--- src/logic/rayCore_settings.svh ---
`ifndef RAYCORE_SETTINGS_SVH
`define RAYCORE_SETTINGS_SVH

// primitive slots tested per walk step
`define UNIT_SIZE 4
// log2 of the unit size
`define UNIT_SIZE_WIDTH 2

// primitive index and group count
`define PRIM_INDEX_WIDTH 8

// hit distance, smaller is nearer
`define DEPTH_WIDTH 16

// packed rgb
`define COLOR_WIDTH 24

// pixel coordinates
`define COORD_WIDTH 10

`endif
--- src/logic/rayCorePkg.sv ---
package rayCorePkg;

`include "rayCore_settings.svh"

    typedef logic [`PRIM_INDEX_WIDTH-1:0] primIndexT;
    typedef logic [`DEPTH_WIDTH-1:0] depthT;
    typedef logic [`COLOR_WIDTH-1:0] colorT;
    typedef logic [`COORD_WIDTH-1:0] coordT;

    // --------------------
    // state machines
    typedef enum logic [1:0] {RAST_INIT, RAST_WALK, RAST_DONE} rasterState;
    typedef enum logic {SHADE_IDLE, SHADE_DONE} shaderState;

    // --------------------
    // records
    typedef struct packed {
        coordT x;
        coordT y;
        primIndexT groupStart;
        primIndexT groupCount;
    } rayInput;

    typedef struct packed {
        logic hit;
        primIndexT primIndex;
        depthT depth;
        colorT color;
    } hitRecord;

    typedef struct packed {
        coordT x;
        coordT y;
        logic hit;
        primIndexT primIndex;
        colorT color;
    } pixelOut;

endpackage

--- src/logic/rasterHitIf.sv ---
// hit record hand-over between the raster and shader stages
interface rasterHitIf;

    // one-cycle strobe, only raised while full is low
    logic valid;
    rayCorePkg::rayInput ray;
    rayCorePkg::hitRecord rec;
    // shader buffer occupied
    logic full;

    modport raster (
        output valid,
        output ray,
        output rec,
        input full
    );

    modport shader (
        input valid,
        input ray,
        input rec,
        output full
    );

endinterface

--- src/logic/rayCore.sv ---
`include "rayCore_settings.svh"

module rayCore import rayCorePkg::*; (
    input logic clk,
    input logic resetn,
    input logic rayValid,
    input coordT rayX,
    input coordT rayY,
    input primIndexT groupStart,
    input primIndexT groupCount,
    input logic primHit [`UNIT_SIZE],
    input depthT primDepth [`UNIT_SIZE],
    input colorT primColor [`UNIT_SIZE],
    input colorT clearColor,
    input logic outFull,
    output logic rayFull,
    output primIndexT startPrimitive,
    output primIndexT endPrimitive,
    output logic outValid,
    output coordT outX,
    output coordT outY,
    output logic outHit,
    output primIndexT outPrimIndex,
    output colorT outColor
);

    rayInput rayIn;
    pixelOut pixel;

    rasterHitIf link ();

    assign rayIn = '{x: rayX, y: rayY, groupStart: groupStart, groupCount: groupCount};

    // --------------------
    // raster then shade
    rasterUnit raster (
        .clk(clk),
        .resetn(resetn),
        .rayValid(rayValid),
        .rayIn(rayIn),
        .rayFull(rayFull),
        .startPrimitive(startPrimitive),
        .endPrimitive(endPrimitive),
        .primHit(primHit),
        .primDepth(primDepth),
        .primColor(primColor),
        .link(link.raster)
    );

    shaderUnit shader (
        .clk(clk),
        .resetn(resetn),
        .link(link.shader),
        .clearColor(clearColor),
        .outFull(outFull),
        .outValid(outValid),
        .pixel(pixel)
    );

    assign outX = pixel.x;
    assign outY = pixel.y;
    assign outHit = pixel.hit;
    assign outPrimIndex = pixel.primIndex;
    assign outColor = pixel.color;

endmodule

--- src/logic/shaderUnit.sv ---
`include "rayCore_settings.svh"

module shaderUnit import rayCorePkg::*; (
    input logic clk,
    input logic resetn,
    rasterHitIf.shader link,
    input colorT clearColor,
    input logic outFull,
    output logic outValid,
    output pixelOut pixel
);

    shaderState state;
    rayInput bufRay;
    hitRecord bufRec;
    logic captureRecord;
    logic takeRecord;

    assign captureRecord = link.valid && !link.full;
    assign takeRecord = (state == SHADE_IDLE) && link.full;

    // pixel leaves only in a cycle where the sink has room
    assign outValid = (state == SHADE_DONE) && !outFull;

    always_ff @(posedge clk or negedge resetn) begin
        if (!resetn) begin
            link.full <= 1'b0;
            state <= SHADE_IDLE;
        end else begin
            if (captureRecord) begin
                link.full <= 1'b1;
            end else if (takeRecord) begin
                link.full <= 1'b0;
            end
            case (state)
                SHADE_IDLE: begin
                    if (takeRecord) begin
                        state <= SHADE_DONE;
                    end
                end
                SHADE_DONE: begin
                    if (!outFull) begin
                        state <= SHADE_IDLE;
                    end
                end
                default: begin
                    state <= SHADE_IDLE;
                end
            endcase
        end
    end

    // one-entry buffer and the shaded pixel
    always_ff @(posedge clk) begin
        if (captureRecord) begin
            bufRay <= link.ray;
            bufRec <= link.rec;
        end
        if (takeRecord) begin
            pixel.x <= bufRay.x;
            pixel.y <= bufRay.y;
            pixel.hit <= bufRec.hit;
            pixel.primIndex <= bufRec.primIndex;
            // clear color when nothing was hit
            pixel.color <= bufRec.hit ? bufRec.color : clearColor;
        end
    end

endmodule

--- src/logic/rasterUnit.sv ---
`include "rayCore_settings.svh"

module rasterUnit import rayCorePkg::*; (
    input logic clk,
    input logic resetn,
    input logic rayValid,
    input rayInput rayIn,
    output logic rayFull,
    output primIndexT startPrimitive,
    output primIndexT endPrimitive,
    input logic primHit [`UNIT_SIZE],
    input depthT primDepth [`UNIT_SIZE],
    input colorT primColor [`UNIT_SIZE],
    rasterHitIf.raster link
);

    rasterState state;
    rayInput slotRay;
    rayInput curRay;
    logic loadRay;
    logic walkStep;
    logic windowOpen;
    hitRecord best;

    assign loadRay = (state == RAST_INIT) && rayFull;
    assign walkStep = (state == RAST_WALK) && windowOpen;

    // --------------------
    // input slot
    always_ff @(posedge clk or negedge resetn) begin
        if (!resetn) begin
            rayFull <= 1'b0;
        end else if (!rayFull && rayValid) begin
            rayFull <= 1'b1;
        end else if (loadRay) begin
            rayFull <= 1'b0;
        end
    end

    always_ff @(posedge clk) begin
        if (!rayFull && rayValid) begin
            slotRay <= rayIn;
        end
        if (loadRay) begin
            curRay <= slotRay;
        end
    end

    // --------------------
    // raster fsm
    always_ff @(posedge clk or negedge resetn) begin
        if (!resetn) begin
            state <= RAST_INIT;
        end else begin
            case (state)
                RAST_INIT: begin
                    if (rayFull) begin
                        state <= RAST_WALK;
                    end
                end
                // one closing cycle after the last window
                RAST_WALK: begin
                    if (!windowOpen) begin
                        state <= RAST_DONE;
                    end
                end
                RAST_DONE: begin
                    if (!link.full) begin
                        state <= RAST_INIT;
                    end
                end
                default: begin
                    state <= RAST_INIT;
                end
            endcase
        end
    end

    primitiveWalker walker (
        .clk(clk),
        .resetn(resetn),
        .load(loadRay),
        .group(slotRay),
        .step(walkStep),
        .startPrimitive(startPrimitive),
        .endPrimitive(endPrimitive),
        .lastStep(),
        .windowOpen(windowOpen)
    );

    closestHit reduce (
        .clk(clk),
        .resetn(resetn),
        .clear(loadRay),
        .sample(walkStep),
        .startPrimitive(startPrimitive),
        .endPrimitive(endPrimitive),
        .primHit(primHit),
        .primDepth(primDepth),
        .primColor(primColor),
        .best(best)
    );

    // hand-over strobe, leaves RAST_DONE on the same edge
    assign link.valid = (state == RAST_DONE) && !link.full;
    assign link.ray = curRay;
    assign link.rec = best;

endmodule

--- src/logic/closestHit.sv ---
`include "rayCore_settings.svh"

module closestHit import rayCorePkg::*; (
    input logic clk,
    input logic resetn,
    input logic clear,
    input logic sample,
    input primIndexT startPrimitive,
    input primIndexT endPrimitive,
    input logic primHit [`UNIT_SIZE],
    input depthT primDepth [`UNIT_SIZE],
    input colorT primColor [`UNIT_SIZE],
    output hitRecord best
);

    primIndexT slotsLeft;
    logic winHit;
    primIndexT winIndex;
    depthT winDepth;
    colorT winColor;

    logic bestHit;
    primIndexT bestIndex;
    depthT bestDepth;
    colorT bestColor;

    // slots of this window that still belong to the group
    assign slotsLeft = endPrimitive - startPrimitive;

    // nearest hit in the window, strict compare keeps the lower index on a tie
    always_comb begin
        winHit = 1'b0;
        winIndex = startPrimitive;
        winDepth = '0;
        winColor = '0;
        for (int k = 0; k < `UNIT_SIZE; k++) begin
            if (primHit[k] && (primIndexT'(k) < slotsLeft)
                    && (!winHit || (primDepth[k] < winDepth))) begin
                winHit = 1'b1;
                winIndex = startPrimitive + primIndexT'(k);
                winDepth = primDepth[k];
                winColor = primColor[k];
            end
        end
    end

    always_ff @(posedge clk or negedge resetn) begin
        if (!resetn) begin
            bestHit <= 1'b0;
        end else if (clear) begin
            bestHit <= 1'b0;
        end else if (sample && winHit) begin
            bestHit <= 1'b1;
        end
    end

    // earlier windows hold lower indices so a tie keeps the stored record
    always_ff @(posedge clk) begin
        if (!clear && sample && winHit && (!bestHit || (winDepth < bestDepth))) begin
            bestIndex <= winIndex;
            bestDepth <= winDepth;
            bestColor <= winColor;
        end
    end

    assign best = '{hit: bestHit, primIndex: bestIndex, depth: bestDepth, color: bestColor};

endmodule

--- src/logic/primitiveWalker.sv ---
`include "rayCore_settings.svh"

module primitiveWalker import rayCorePkg::*; (
    input logic clk,
    input logic resetn,
    input logic load,
    input rayInput group,
    input logic step,
    output primIndexT startPrimitive,
    output primIndexT endPrimitive,
    output logic lastStep,
    output logic windowOpen
);

    // one extra bit so the aligned end of a group near the top does not wrap
    typedef logic [`PRIM_INDEX_WIDTH:0] wideIndexT;

    wideIndexT cursor;
    wideIndexT alignedEnd;
    wideIndexT nextCursor;
    wideIndexT roundedCount;
    wideIndexT alignedCount;

    // count rounded up to whole windows
    assign roundedCount = {1'b0, group.groupCount} + wideIndexT'(`UNIT_SIZE - 1);
    assign alignedCount = (roundedCount >> `UNIT_SIZE_WIDTH) << `UNIT_SIZE_WIDTH;

    assign nextCursor = cursor + wideIndexT'(`UNIT_SIZE);
    assign lastStep = (nextCursor == alignedEnd);
    assign startPrimitive = cursor[`PRIM_INDEX_WIDTH-1:0];

    always_ff @(posedge clk or negedge resetn) begin
        if (!resetn) begin
            cursor <= '0;
            alignedEnd <= '0;
            endPrimitive <= '0;
            windowOpen <= 1'b0;
        end else if (load) begin
            cursor <= {1'b0, group.groupStart};
            alignedEnd <= {1'b0, group.groupStart} + alignedCount;
            endPrimitive <= group.groupStart + group.groupCount;
            windowOpen <= (group.groupCount != '0);
        end else if (step && windowOpen) begin
            cursor <= nextCursor;
            // window closes once the final step is taken
            if (lastStep) begin
                windowOpen <= 1'b0;
            end
        end
    end

endmodule

--- config.mk ---
export PLATFORM = sky130hd
export DESIGN_NAME = rayCore
export DESIGN_NICKNAME = d
export VERILOG_FILES = /design/src/logic/rayCorePkg.sv /design/src/logic/rasterHitIf.sv /design/src/logic/rayCore.sv /design/src/logic/shaderUnit.sv /design/src/logic/rasterUnit.sv /design/src/logic/closestHit.sv /design/src/logic/primitiveWalker.sv
export VERILOG_INCLUDE_DIRS = /design/src /design/src/logic
export SDC_FILE = /design/constraint.sdc
export NUM_CORES = 1
export LEC_CHECK = 0
export ABC_AREA = 0
export BUFFER_PORTS_ARGS = -buffer_cell sky130_fd_sc_hd__buf_2
export CAP_MARGIN = 0
export CORE_MARGIN = 3
export CORE_UTILIZATION = 54
export CTS_CLUSTER_DIAMETER = 100
export CTS_CLUSTER_SIZE = 10
export DETAILED_ROUTE_END_ITERATION = 12
export GPL_ROUTABILITY_DRIVEN = 0
export PLACE_DENSITY_LB_ADDON = 0.3
export RECOVER_POWER = 50
export SLEW_MARGIN = 20
export SYNTH_ARGS = -nofsm -noshare
export SYNTH_HDL_FRONTEND = slang
export SYNTH_SLANG_ARGS = --single-unit
export TNS_END_PERCENT = 5
--- constraint.sdc ---
create_clock -name clk -period 13.83 [get_ports clk]
set_input_delay 2.766 -clock clk [delete_from_list [all_inputs] [get_ports clk]]
set_output_delay 2.766 -clock clk [all_outputs]
set_load 0.02 [all_outputs]
==> results.cfg <==
[power]
max-vdd-ir-drop_v = 0.000135
clkPwrFrac = 0.217
p_sw_frac = 0.365
p_switching_mw = 1.05
p_total_mw = 2.89
p_comb_frac = 0.374
power_frac_seq = 0.408
p_per_area_nw_per_um2 = 197
p_leak_nw = 6.11
cellInternalPower_mw = 1.83

[worst_setup_path]
path_delay_family = compound AO/OA/AOI/OAI gates
cp-end-kind = flip-flop
crit_path_max_incr_delay_ps = 590
cp.arrival_ps = 12890
cpMaxStageDelayCell = o41a_1
worstSetupPathType = input pin to flip-flop
crit_buf_inv = 3
critical_path_required_ps = 14050
crit_fanout = 28
rrSetupSlack_ps = 1220
startpoint_type = input pin

[cells_and_area]
area_delta_synth_final_pct = 20.2
antenna_cells = 0
n_fill_cell = 1682
multiInputGateArea_sq_um = 4760
fin_cells = 1584
layout.nets = 1615
regArea_sq_um = 7130
drive_gt1_frac = 0.290
final_cell_area_sq_um = 14700

[grt]
grt_pass1_wl_um = 44200
grt_max_degree = 62
grt_overflow_total = 0
antenna_found_initial = 0
grt_usage = 0.227
first_global_vias = 8771

[clock_network]
htreeDepth = 1
root_buffer = clkbuf_16
clock-sinks = 243
cts.clk_slew.worst_paths_ps = 50
cts_hold_buffers = 0
clk_path_buf_depth = 3
insertion_delay_ps = 540
cts_tree = built
numCtsBuffers = 28
cts_resized = 0

[yosys]
synth_edf_count = 210
yosys_most_used_dff = edfxtp_1
synth_nets = 1325
yosys_warnings = 0
syn_area_sq_um = 12200
ys_seq_elements = 243
synth_area_per_cell_sq_um = 12.1
syn_inst = 1008
ys_seq_area_frac = 0.584
synthArstFlopShare = 0.136
synth_cell_types = 59

[route]
wl_per_cell_um = 18.2
postRouteAntennaNets = 0
wirelength_um = 28900
drtPass1Iterations = 5
drt_iter0_drc = 670
via_per_inst = 5.66
drc_errors = 0
vias = 8960

[floorplan]
die_x_um = 156
core_sq_um = 22000
die_h_um = 156
core.rowCount = 54
die_area_sq_um = 24400
io_pins = 299
start_util = 0.554

[placement]
place_area_sq_um = 13900
port_buffers = 298
dp_slack_ps = 564
dp_hpwl_um = 21700
post-place-cells = 1547

[sta]
tns_ps = 0
final_hold_viol_count = 0
rsz0062_at_grt = false
period_needed_ps = 12670
slew_violations = 150
finClkSkew_ps = 14.7
finalSetupViolCount = 0
worst_slew_pin_slew_ps = 2900
worst_slack_ps = 1160
maxSlewHeadroom = -0.935
max_freq_mhz = 78.9
min_period_over_period = 0.916

[run]
max_cap_viol_count = 3

[min_path]
hold_path_class = flip-flop to flip-flop

[status]
status = finished, violations left
violations = capacitance limit, slew limit
## power groups by stage
stage	clock (mW)	sequential [mW]	combinational (mW)
after floorplan	0	1.18	0.787
after global placement	0	1.18	1.03
after detailed placement	0	1.19	1.07
after CTS	0.641	1.18	1.07
after global routing	0.673	1.20	1.21
final	0.627	1.18	1.08
## metal layers
metal  share of wire  vias up  track usage
li1                -     4348            -
met1            0.41     4205        0.291
met2            0.50      350        0.401
met3           0.065       57       0.0362
met4           0.026        0       0.0625
met5               0        -            0
## state kept, by name (all words and copies together) (netlist names)
name,count
raster.link.ray,20
raster.rayFull,1
raster.reduce.bestColor,24
raster.reduce.bestDepth,16
raster.reduce.bestHit,1
raster.reduce.bestIndex,8
raster.slotRay,36
raster.state,2
raster.walker.alignedEnd,9
raster.walker.cursor,9
raster.walker.endPrimitive,8
raster.walker.windowOpen,1
shader.bufRay,20
shader.bufRec,33
shader.link.full,1
shader.pixel,53
shader.state,1
## cells in the final DEF, fill, tap and decap left out, types with 32 or more instances in the layout
cell type  netlist  routed
buf_2           11     298
nor2_1          69      67
edfxtp_1       210     210
a21oi_1         56      56
dfrtp_1         33      33
inv_1           36      36
nand2_1         99      99
o21ai_0        100     100
ha_1            86      86
a21o_1          33      32
## final timing paths
path | end | startpoint | depth (start not counted)
max | raster.reduce.bestColor[4]$_DFFE_PP_ | primHit[3] | 44
min | shader.bufRec[12]$_DFFE_PP_ | raster.reduce.bestColor[12]$_DFFE_PP_ | 0
max reg2reg | raster.reduce.bestColor[4]$_DFFE_PP_ | raster.walker.cursor[2]$_DFFE_PN0P_ | 49
min reg2reg | shader.bufRec[12]$_DFFE_PP_ | raster.reduce.bestColor[12]$_DFFE_PP_ | 0
max in group asynchronous | raster.walker.cursor[3]$_DFFE_PN0P_ | resetn | 1
min in group asynchronous | raster.rayFull$_DFFE_PN0P_ | resetn | 1
## stage by stage
stage	hold slack, ps	utilization
final	412	0.666
after CTS	412	0.667
after global placement	400	0.632
after global routing	414	0.666
after detailed placement	405	0.632
after floorplan	400	-
## Yosys cell counts (3+ instances only)
master	n	area (sq um)
nand4_1	12	75.1
o21ai_1	10	50.1
nand2b_1	11	68.8
o21a_1	4	30.0
a211oi_1	4	30.0
a21o_1	33	248
buf_4	8	60.1
o31ai_1	3	22.5
xnor2_1	27	236
o41ai_1	3	26.3
o211ai_1	6	45.0
clkbuf_1	28	105
fa_1	3	60.1
nand2_1	99	372
ha_1	86	1080
nor2b_1	13	81.3
nor2_1	69	259
inv_1	36	135
nor3b_1	3	22.5
and3_1	3	18.8
xor2_1	13	114
a21oi_1	56	280
a221o_1	28	280
o21ai_2	3	26.3
o221ai_1	3	26.3
buf_2	11	55.1
o21ai_0	100	500
o41a_1	3	33.8
nor3_1	13	65.1
edfxtp_1	210	6310
mux2_2	24	270
nand3_1	13	65.1
nor4_1	6	37.5
dfrtp_1	33	826
## cell families after synthesis
logic type,after synthesis,synth area share
muxes,25,0.0234
xor gates and xnor gates,40,0.0287
and+or+nand+nor,251,0.0927
adders and majority gates,89,0.0931
AOI/OAI and AO/OA,277,0.149
DFF,243,0.584
buffers and inverters,83,0.0291
## area by class of cell
cell class                 count  area share
clock inverter                 2     0.00264
multi-input combinational    683       0.324
sequential                   243       0.486
tap                          280      0.0239
timing repair buffer         306       0.105
inverter                      36     0.00921
clock buffer                  34      0.0493
## timing repair
action | in CTS | in global routing
setup buffers | 0 | 0
endpoints found under the hold margin | 0 | 0
endpoints found under the setup margin | 0 | 19
(Power assumes the default switching activity.)
